<file path="config.mk">
export PLATFORM = sky130hd
export DESIGN_NAME = fpu_wrap_top
export DESIGN_NICKNAME = d
export VERILOG_FILES = /design/src/fpu_wrap_pkg.sv /design/src/fpu_op_decoder.sv /design/src/fpu_hold_buffer.sv /design/src/fp32_noncomp_unit.sv /design/src/fpu_wrap_top.sv
export SDC_FILE = /design/constraint.sdc
export NUM_CORES = 1
export LEC_CHECK = 0
export ABC_AREA = 1
export BUFFER_PORTS_ARGS = -buffer_cell sky130_fd_sc_hd__buf_2
export CAP_MARGIN = 10
export CORE_ASPECT_RATIO = 1.1
export CORE_MARGIN = 2
export CORE_UTILIZATION = 40
export CTS_CLUSTER_DIAMETER = 200
export DETAILED_ROUTE_END_ITERATION = 8
export HOLD_SLACK_MARGIN = 0.08
export PLACE_DENSITY = 0.66
export SLEW_MARGIN = 40
export SYNTH_ARGS = -nofsm -noshare
export SYNTH_HDL_FRONTEND = slang
export SYNTH_SLANG_ARGS = --single-unit
</file>
<file path="constraint.sdc">
create_clock -name clk_i -period 9.5 [get_ports clk_i]
set_input_delay 1.425 -clock clk_i [delete_from_list [all_inputs] [get_ports clk_i]]
set_output_delay 1.425 -clock clk_i [all_outputs]
set_load 0.02 [all_outputs]
</file>
<file path="src/fpu_wrap_pkg.sv">
package fpu_wrap_pkg;

    // --------------------
    // Widths
    // --------------------
    localparam int unsigned FLEN          = 32;  // FP32 operands and result
    localparam int unsigned MAN_BITS      = 23;  // Mantissa field, exponent sits above it
    localparam int unsigned TRANS_ID_BITS = 3;   // Issue tag
    localparam int unsigned STATUS_BITS   = 5;   // NV DZ OF UF NX, top bit first
    localparam int unsigned CLASS_BITS    = 10;  // RISC-V fclass mask

    // Only the invalid flag can ever be raised by this unit
    localparam int unsigned STATUS_NV     = 4;

    // Canonical quiet NaN returned by min/max when both inputs are NaN
    localparam logic [FLEN-1:0] CANON_NAN = 32'h7FC0_0000;

    // --------------------
    // Types
    // --------------------
    typedef logic [2:0]               rm_t;        // Rounding field, reused as op select
    typedef logic [TRANS_ID_BITS-1:0] trans_id_t;
    typedef logic [STATUS_BITS-1:0]   status_t;

    // Core side operator
    typedef enum logic [2:0] {
        FSGNJ    = 3'd0,
        FMIN_MAX = 3'd1,
        FCMP     = 3'd2,
        FCLASS   = 3'd3,
        FMV_F2X  = 3'd4,   // FP reg to int reg
        FMV_X2F  = 3'd5    // Int reg to FP reg
    } fu_op_e;

    // Unit side operation
    typedef enum logic [1:0] {
        SGNJ     = 2'd0,
        MINMAX   = 2'd1,
        CMP      = 2'd2,
        CLASSIFY = 2'd3
    } unit_op_e;

    // --------------------
    // Mode encodings
    // --------------------
    // Sign injection
    localparam rm_t RM_SGNJ  = 3'b000;   // Take sign of b
    localparam rm_t RM_SGNJN = 3'b001;   // Inverted sign of b
    localparam rm_t RM_SGNJX = 3'b010;   // Xor of both signs
    localparam rm_t RM_PASS  = 3'b011;   // Pass a untouched, used for moves

    // Min/max
    localparam rm_t RM_MIN   = 3'b000;
    localparam rm_t RM_MAX   = 3'b001;

    // Compare
    localparam rm_t RM_LE    = 3'b000;
    localparam rm_t RM_LT    = 3'b001;
    localparam rm_t RM_EQ    = 3'b010;

endpackage

</file>
<file path="src/fpu_op_decoder.sv">
`timescale 1ns/1ps

module fpu_op_decoder import fpu_wrap_pkg::*; (
    input  fu_op_e   operator_i,   // Core operator
    input  rm_t      rm_i,         // Core rounding field, carries the op select
    output unit_op_e unit_op_o,    // Operation for the unit
    output logic     op_mod_o,     // Operation modifier
    output rm_t      mode_o        // Operation select inside the unit
);

    // --------------------
    // Operator translation
    // --------------------
    // Purely combinational, the hold buffer sits right behind this block

    always_comb begin : op_translate
        // Defaults, scalar ops keep the low two rm bits
        unit_op_o = SGNJ;
        op_mod_o  = 1'b0;
        mode_o    = {1'b0, rm_i[1:0]};   // Top bit is an alternate format flag upstream

        unique case (operator_i)
            // Sign injection, mode picks plain / negated / xored
            FSGNJ: begin
                unit_op_o = SGNJ;
            end

            // Min or max selected by rm bit 0
            FMIN_MAX: begin
                unit_op_o = MINMAX;
            end

            // le / lt / eq
            FCMP: begin
                unit_op_o = CMP;
            end

            // Classify ignores the mode entirely
            FCLASS: begin
                unit_op_o = CLASSIFY;
            end

            // Move to integer side
            FMV_F2X: begin
                unit_op_o = SGNJ;      // Reuse sign injection datapath
                mode_o    = RM_PASS;   // No sign change
                op_mod_o  = 1'b1;      // Marks integer destination
            end

            // Move to FP side
            FMV_X2F: begin
                unit_op_o = SGNJ;
                mode_o    = RM_PASS;
            end

            // Unused operator codes degrade to a harmless passthrough
            default: begin
                unit_op_o = SGNJ;
                mode_o    = RM_PASS;
            end
        endcase
    end

endmodule

</file>
<file path="src/fpu_hold_buffer.sv">
`timescale 1ns/1ps

module fpu_hold_buffer import fpu_wrap_pkg::*; (
    input  logic            clk_i,
    input  logic            rst_i,
    input  logic            flush_i,
    // Issue side
    input  logic            fpu_valid_i,
    output logic            fpu_ready_o,
    input  unit_op_e        unit_op_i,
    input  logic            op_mod_i,
    input  rm_t             mode_i,
    input  logic [FLEN-1:0] operand_a_i,
    input  logic [FLEN-1:0] operand_b_i,
    input  trans_id_t       trans_id_i,
    // Unit side
    output logic            unit_valid_o,
    input  logic            unit_ready_i,
    output unit_op_e        unit_op_o,
    output logic            op_mod_o,
    output rm_t             mode_o,
    output logic [FLEN-1:0] operand_a_o,
    output logic [FLEN-1:0] operand_b_o,
    output trans_id_t       trans_id_o
);

    typedef enum logic {READY, STALL} state_e;

    state_e          state_q, state_d;
    logic            hold_inputs;   // Capture the refused op
    logic            use_hold;      // Present held op to the unit
    unit_op_e        op_q;
    logic            mod_q;
    rm_t             mode_q;
    logic [FLEN-1:0] a_q, b_q;
    trans_id_t       tag_q;

    // --------------------
    // Protocol inversion
    // --------------------
    always_comb begin : inv_fsm
        fpu_ready_o  = 1'b0;
        unit_valid_o = 1'b0;
        hold_inputs  = 1'b0;
        use_hold     = 1'b0;
        state_d      = state_q;

        unique case (state_q)
            READY: begin
                fpu_ready_o  = 1'b1;          // Look ready to issue
                unit_valid_o = fpu_valid_i;   // Straight through
                if (fpu_valid_i && !unit_ready_i) begin
                    fpu_ready_o = 1'b0;       // Withdraw the token
                    hold_inputs = 1'b1;
                    state_d     = STALL;
                end
            end
            STALL: begin
                unit_valid_o = 1'b1;          // Held op always pending
                use_hold     = 1'b1;
                if (unit_ready_i) begin
                    fpu_ready_o = 1'b1;       // Issue sees its transfer now
                    state_d     = READY;
                end
            end
            default: ;
        endcase

        if (flush_i) state_d = READY;         // Drop any parked op
    end

    always_ff @(posedge clk_i) begin : state_reg
        if (rst_i) state_q <= READY;
        else       state_q <= state_d;
    end

    // Hold register, payload only
    always_ff @(posedge clk_i) begin : hold_reg
        if (hold_inputs) begin
            op_q   <= unit_op_i;
            mod_q  <= op_mod_i;
            mode_q <= mode_i;
            a_q    <= operand_a_i;
            b_q    <= operand_b_i;
            tag_q  <= trans_id_i;
        end
    end

    assign unit_op_o   = use_hold ? op_q   : unit_op_i;
    assign op_mod_o    = use_hold ? mod_q  : op_mod_i;
    assign mode_o      = use_hold ? mode_q : mode_i;
    assign operand_a_o = use_hold ? a_q    : operand_a_i;
    assign operand_b_o = use_hold ? b_q    : operand_b_i;
    assign trans_id_o  = use_hold ? tag_q  : trans_id_i;

endmodule

</file>
<file path="src/fp32_noncomp_unit.sv">
`timescale 1ns/1ps

module fp32_noncomp_unit import fpu_wrap_pkg::*; (
    input  logic            clk_i,
    input  logic            rst_i,
    input  logic            flush_i,
    input  logic            in_valid_i,
    output logic            in_ready_o,
    input  unit_op_e        unit_op_i,
    input  logic            op_mod_i,     // Integer destination for moves
    input  rm_t             mode_i,
    input  logic [FLEN-1:0] operand_a_i,
    input  logic [FLEN-1:0] operand_b_i,
    input  trans_id_t       tag_i,
    output logic            out_valid_o,
    input  logic            out_ready_i,
    output logic [FLEN-1:0] result_o,
    output status_t         status_o,
    output trans_id_t       tag_o
);

    // Per operand class bits
    typedef struct packed {
        logic sign;
        logic zero;
        logic sub;
        logic inf;
        logic qnan;
        logic snan;
    } fp_info_t;

    function automatic fp_info_t fp_info(input logic [FLEN-1:0] x);
        fp_info_t info;
        logic     exp_ones;
        logic     exp_zero;
        logic     man_zero;
        exp_ones  = &x[FLEN-2:MAN_BITS];
        exp_zero  = ~|x[FLEN-2:MAN_BITS];
        man_zero  = ~|x[MAN_BITS-1:0];
        info.sign = x[FLEN-1];
        info.zero = exp_zero & man_zero;
        info.sub  = exp_zero & ~man_zero;
        info.inf  = exp_ones & man_zero;
        info.qnan = exp_ones & x[MAN_BITS-1];                // Quiet bit set
        info.snan = exp_ones & ~man_zero & ~x[MAN_BITS-1];
        return info;
    endfunction

    logic            adv;                   // Whole pipe moves
    logic            s1_valid_q, s2_valid_q;
    unit_op_e        s1_op_q;
    rm_t             s1_mode_q;
    logic [FLEN-1:0] s1_a_q, s1_b_q;
    trans_id_t       s1_tag_q;
    fp_info_t        s1_ia_q, s1_ib_q;      // Classes of a and b
    logic [FLEN-1:0] s2_res_q;
    status_t         s2_status_q;
    trans_id_t       s2_tag_q;

    logic            a_nan, b_nan, any_snan, both_zero;
    logic            a_lt_b;                // Total order, -0 below +0
    logic            a_normal;
    logic [CLASS_BITS-1:0] class_mask;
    logic [FLEN-1:0] res_d;
    logic            nv_d;
    status_t         status_d;

    assign adv        = ~s2_valid_q | out_ready_i;
    assign in_ready_o = adv;

    // --------------------
    // Pipeline registers
    // --------------------
    always_ff @(posedge clk_i) begin : valid_regs
        if (rst_i || flush_i) begin
            s1_valid_q <= 1'b0;
            s2_valid_q <= 1'b0;
        end else if (adv) begin
            s1_valid_q <= in_valid_i;
            s2_valid_q <= s1_valid_q;
        end
    end

    always_ff @(posedge clk_i) begin : data_regs
        if (adv && in_valid_i) begin            // Stage 1 registers and classifies
            s1_op_q   <= unit_op_i;
            s1_mode_q <= mode_i;
            s1_a_q    <= operand_a_i;
            s1_b_q    <= operand_b_i;
            s1_tag_q  <= tag_i;
            s1_ia_q   <= fp_info(operand_a_i);
            s1_ib_q   <= fp_info(operand_b_i);
        end
        if (adv && s1_valid_q) begin            // Stage 2 result
            s2_res_q    <= res_d;
            s2_status_q <= status_d;
            s2_tag_q    <= s1_tag_q;
        end
    end

    // --------------------
    // Stage 2 datapath
    // --------------------
    assign a_nan     = s1_ia_q.qnan | s1_ia_q.snan;
    assign b_nan     = s1_ib_q.qnan | s1_ib_q.snan;
    assign any_snan  = s1_ia_q.snan | s1_ib_q.snan;
    assign both_zero = s1_ia_q.zero & s1_ib_q.zero;   // +0 == -0 for compare
    assign a_lt_b    = (s1_ia_q.sign != s1_ib_q.sign) ? s1_ia_q.sign :
                       s1_ia_q.sign ? (s1_a_q[FLEN-2:0] > s1_b_q[FLEN-2:0]) :
                                      (s1_a_q[FLEN-2:0] < s1_b_q[FLEN-2:0]);
    assign a_normal  = ~(s1_ia_q.zero | s1_ia_q.sub | s1_ia_q.inf | a_nan);

    // RISC-V fclass layout, NaN bits ignore the sign
    assign class_mask = {s1_ia_q.qnan, s1_ia_q.snan,
                         ~s1_ia_q.sign & s1_ia_q.inf,  ~s1_ia_q.sign & a_normal,
                         ~s1_ia_q.sign & s1_ia_q.sub,  ~s1_ia_q.sign & s1_ia_q.zero,
                         s1_ia_q.sign & s1_ia_q.zero,  s1_ia_q.sign & s1_ia_q.sub,
                         s1_ia_q.sign & a_normal,      s1_ia_q.sign & s1_ia_q.inf};

    always_comb begin : compute
        res_d = s1_a_q;
        nv_d  = 1'b0;
        unique case (s1_op_q)
            SGNJ: begin
                unique case (s1_mode_q)
                    RM_SGNJ:  res_d = {s1_ib_q.sign, s1_a_q[FLEN-2:0]};
                    RM_SGNJN: res_d = {~s1_ib_q.sign, s1_a_q[FLEN-2:0]};
                    RM_SGNJX: res_d = {s1_ia_q.sign ^ s1_ib_q.sign, s1_a_q[FLEN-2:0]};
                    // Moves, int side extension is a no-op at FP32 width
                    default:  res_d = s1_a_q;
                endcase
            end
            MINMAX: begin
                nv_d = any_snan;
                if (a_nan && b_nan)          res_d = CANON_NAN;
                else if (a_nan)              res_d = s1_b_q;   // Other operand wins
                else if (b_nan)              res_d = s1_a_q;
                else if (s1_mode_q == RM_MIN) res_d = a_lt_b ? s1_a_q : s1_b_q;
                else                         res_d = a_lt_b ? s1_b_q : s1_a_q;
            end
            CMP: begin
                res_d = '0;
                unique case (s1_mode_q)
                    RM_LE: begin
                        nv_d     = a_nan | b_nan;            // Signaling compare
                        res_d[0] = ~(a_nan | b_nan) & ((a_lt_b & ~both_zero) |
                                   both_zero | (s1_a_q == s1_b_q));
                    end
                    RM_LT: begin
                        nv_d     = a_nan | b_nan;
                        res_d[0] = ~(a_nan | b_nan) & a_lt_b & ~both_zero;
                    end
                    RM_EQ: begin
                        nv_d     = any_snan;                 // Quiet compare
                        res_d[0] = ~(a_nan | b_nan) & (both_zero | (s1_a_q == s1_b_q));
                    end
                    default: ;                               // Result stays 0
                endcase
            end
            CLASSIFY: res_d = {{(FLEN-CLASS_BITS){1'b0}}, class_mask};
            default: ;
        endcase
    end

    always_comb begin : flags
        status_d            = '0;
        status_d[STATUS_NV] = nv_d;   // No other flag can occur here
    end

    assign out_valid_o = s2_valid_q;
    assign result_o    = s2_res_q;
    assign status_o    = s2_status_q;
    assign tag_o       = s2_tag_q;

endmodule

</file>
<file path="src/fpu_wrap_top.sv">
`timescale 1ns/1ps

module fpu_wrap_top import fpu_wrap_pkg::*; (
    input  logic            clk_i,
    input  logic            rst_i,
    input  logic            flush_i,
    // Issue handshake
    input  logic            fpu_valid_i,
    output logic            fpu_ready_o,
    input  fu_op_e          operator_i,
    input  rm_t             rm_i,
    input  logic [FLEN-1:0] operand_a_i,
    input  logic [FLEN-1:0] operand_b_i,
    input  trans_id_t       trans_id_i,
    // Writeback handshake
    output logic            result_valid_o,
    input  logic            result_ready_i,
    output logic [FLEN-1:0] result_o,
    output status_t         status_o,
    output trans_id_t       trans_id_o
);

    // Decoder to buffer
    unit_op_e        dec_op;
    logic            dec_mod;
    rm_t             dec_mode;

    // Buffer to unit
    logic            unit_valid, unit_ready;
    unit_op_e        unit_op;
    logic            unit_mod;
    rm_t             unit_mode;
    logic [FLEN-1:0] unit_a, unit_b;
    trans_id_t       unit_tag;

    // --------------------
    // Chain of blocks
    // --------------------
    fpu_op_decoder i_op_decoder (
        .operator_i (operator_i),
        .rm_i       (rm_i),
        .unit_op_o  (dec_op),
        .op_mod_o   (dec_mod),
        .mode_o     (dec_mode)
    );

    fpu_hold_buffer i_hold_buffer (
        .clk_i, .rst_i, .flush_i,
        .fpu_valid_i  (fpu_valid_i),
        .fpu_ready_o  (fpu_ready_o),
        .unit_op_i    (dec_op),
        .op_mod_i     (dec_mod),
        .mode_i       (dec_mode),
        .operand_a_i  (operand_a_i),
        .operand_b_i  (operand_b_i),
        .trans_id_i   (trans_id_i),
        .unit_valid_o (unit_valid),
        .unit_ready_i (unit_ready),
        .unit_op_o    (unit_op),
        .op_mod_o     (unit_mod),
        .mode_o       (unit_mode),
        .operand_a_o  (unit_a),
        .operand_b_o  (unit_b),
        .trans_id_o   (unit_tag)
    );

    fp32_noncomp_unit i_noncomp (
        .clk_i, .rst_i, .flush_i,
        .in_valid_i  (unit_valid),
        .in_ready_o  (unit_ready),
        .unit_op_i   (unit_op),
        .op_mod_i    (unit_mod),
        .mode_i      (unit_mode),
        .operand_a_i (unit_a),
        .operand_b_i (unit_b),
        .tag_i       (unit_tag),
        .out_valid_o (result_valid_o),
        .out_ready_i (result_ready_i),
        .result_o    (result_o),
        .status_o    (status_o),
        .tag_o       (trans_id_o)
    );

endmodule

</file>
==> results.py <==
metrics = {
    "placement": {
        "gp_congestion": 0.868,
        "dp_hpwl_um": 14500,
        "placed_cell_area_um2": 10200,
        "portBuffers": 114,
    },
    "critical_path": {
        "endpoint_kind": "output pin",
        "worstSetupPathType": "input pin to output pin",
        "cp.required_ns": 8.08,
        "cpMostUsedCell": "buf_2",
        "cp.arrival_ns": 2.36,
        "slowest_stage": "nor2_1",
        "worstRegToRegCells": 17,
        "critPathMaxStageDelay_ns": 0.42,
        "cp-start-kind": "input pin",
        "critPathMaxFanout": 5,
        "crit_chain": "buf_2 > nor2_1 > o21ai_0 > buf_2",
    },
    "floorplanning": {
        "die_area_um2": 24300,
        "die_w_um": 149,
        "ios": 120,
        "core_area_um2": 22800,
        "initial_core_util_pct": 40.5,
        "rows": 58,
        "die_h_um": 163,
    },
    "synthesis": {
        "ys_seq_area_share_pct": 61.2,
        "ys_top_cells_by_count": "nand2_1 (299), edfxtp_1 (186), inv_1 (106), nor2_1 (54), ha_1 (37)",
        "synth_cell_types": 34,
        "synth_ff_type": "edfxtp_1",
        "synth_area_leaders": "edfxtp_1 (61%), nand2_1 (12%), ha_1 (5.0%), inv_1 (4.3%), nand3_2 (2.3%)",
        "postSynthAreaPerCell_um2": 10.1,
        "synthesis.area_um2": 9230,
        "yosysTopAreaCell": "edfxtp_1",
        "synth-async-reset-ratio_pct": 0,
        "ys_warn_count": 0,
        "netlist_instances": 910,
        "post-synth-top-count-cell": "nand2_1",
        "synth_seq_cells": 189,
        "synth_top_area_share_pct": 60.5,
        "synth_edf_count": 186,
    },
    "clocking": {
        "numClockSinks": 189,
        "cts_tree": "done",
        "cts_resized": 0,
        "cts-root-buf": "clkbuf_16",
        "cts_inserted_buffers": 17,
        "postCtsHoldBufs": 0,
        "clk_pin_slew_ns": 0.07,
        "cts_setup_buffers": 0,
        "htreeDepth": 4,
        "cts_buffer_depth": 2,
        "clock_latency_ns": 0.45,
    },
    "timing": {
        "finalCriticalPeriod_ns": 3.78,
        "relSlewSlack_pct": 50.5,
        "final_max_slew_viol_count": 0,
        "finalHoldViolCount": 0,
        "skew_ns": 0.0106,
        "min_period_over_period_pct": 39.8,
        "setup_tns_ns": 0,
        "rsz0062_at_grt": "false",
        "finalSetupViolations": 0,
        "worst_pin_slew_ns": 0.743,
        "fmax_ghz": 0.264,
    },
    "final_layout": {
        "multiInputGateArea_um2": 3030,
        "final_area_um2": 10800,
        "num-fill-cells": 2134,
        "diodes": 0,
        "area_growth_pct": 16.8,
        "final_util_pct": 47.3,
        "nNetsFinal": 1138,
        "final-seq-area_um2": 5650,
        "drive_above_1_share_pct": 21.7,
    },
    "route": {
        "antenna_left": 0,
        "vias": 6331,
        "drt_first_pass_iters": 5,
        "wl_um": 20000,
        "drtIter0Drc": 565,
        "detail_route.wl_per_cell_um": 15.0,
        "drc": 0,
        "vias_per_cell": 4.74,
    },
    "global_routing": {
        "antenna_found_initial": 0,
        "grt_use_total_pct": 16.9,
        "grt-ovfl-total": 0,
        "grt_pass1_wl_um": 31600,
        "grt_pass1_vias": 6001,
        "grt_start_max_net_pins": 74,
    },
    "min_path": {
        "min_path_type": "flop to flop",
        "hold_depth": 0,
    },
    "flow_run": {
        "maxCapViolations": 0,
    },
    "power": {
        "power_density_nw_per_um2": 177,
        "leakage_nw": 4.61,
        "max-vdd-ir-drop_mv": 0.141,
    },
    "outcome": {
        "status": "complete, no violations",
    },
}
## cell usage in the layout (no fill, tap or decap), types with 3 or more instances in the layout
cell,n
nand3_1,26
nand4_1,9
nand3_2,21
bufinv_16,3
nand2_2,4
or2_2,21
nor2_1,49
nor4_1,17
inv_6,7
inv_1,106
ha_1,37
buf_4,6
nand2_1,299
a21oi_2,10
o21ai_0,33
edfxtp_1,186
nor2_2,4
a21oi_1,29
clkbuf_16,17
nor2_4,4
nor3_1,5
conb_1,4
buf_2,114
## critical path: cells and delay by family
family	cells	cell delay, ns
simple gates	1	0.42
buf+inv	2	0.30
compound gates	1	0.21
## final cells by class
| type | count | share of cell area, % |
|---|---|---|
| flip-flops and latches | 189 | 52.4 |
| multi-input cells | 583 | 28.1 |
| repair buffers | 124 | 6.50 |
| clock buffers | 17 | 3.95 |
| inverters | 108 | 3.76 |
| well taps | 300 | 3.48 |
| clock inverters | 15 | 1.81 |
## stage by stage
step	total power, mW	instances	hold slack [ns]	worst slack (ns)
after floorplan	1.10	913	0.400	4.16
after global placement	1.16	1300	0.405	5.66
after detailed placement	1.16	1304	0.418	5.73
after CTS	1.92	1336	0.432	5.72
after global routing	1.97	1336	0.434	5.60
final	1.90	1336	0.429	5.72
## kinds of logic after synthesis
family	share of synthesized area [%]
compound gates	4.71
fa+ha+maj	5.02
buf+inv	6.48
flops	61.2
other cells	0.0406
simple gates	22.6
## where the power goes
part | total [mW] | internal (mW) | switching [mW] | leakage (nW)
logic | 0.181 | 0.0632 | 0.117 | 2.52
registers | 0.964 | 0.948 | 0.0154 | 1.78
clock network | 0.759 | 0.424 | 0.336 | 0.304
total | 1.90 | 1.44 | 0.469 | 4.61
## routing by layer
metal / GRT usage [%] / share of wire [%] / wire length [um] / vias up
met5: 0 / 0 / 0 / -
met4: 5.32 / 1.7 / 336 / 0
met3: 3.13 / 4.4 / 884 / 28
met2: 28.3 / 49 / 9780 / 168
met1: 22.4 / 45 / 9020 / 2883
li1: - / - / - / 3252
## state kept, by name (all words and copies together) (netlist names), 4 cells and up
register            flops
i_noncomp.s1_b_q       31
i_noncomp.s1_ib_q       4
i_noncomp.result_o     32
i_noncomp.s1_a_q       31
i_hold_buffer.a_q      32
i_noncomp.s1_ia_q       4
i_hold_buffer.b_q      32
## final timing paths
check | from | end | slack [ns]
hold / removal | i_noncomp.s1_tag_q[2] | i_noncomp.tag_o[2] | 0.43
hold reg to reg | i_noncomp.s1_tag_q[2] | i_noncomp.tag_o[2] | 0.43
setup / recovery | result_ready_i | fpu_ready_o | 5.72
setup reg to reg | i_noncomp.s1_a_q[6] | i_noncomp.result_o[7] | 6.16
Note: power is estimated with default switching activity, not from simulation.
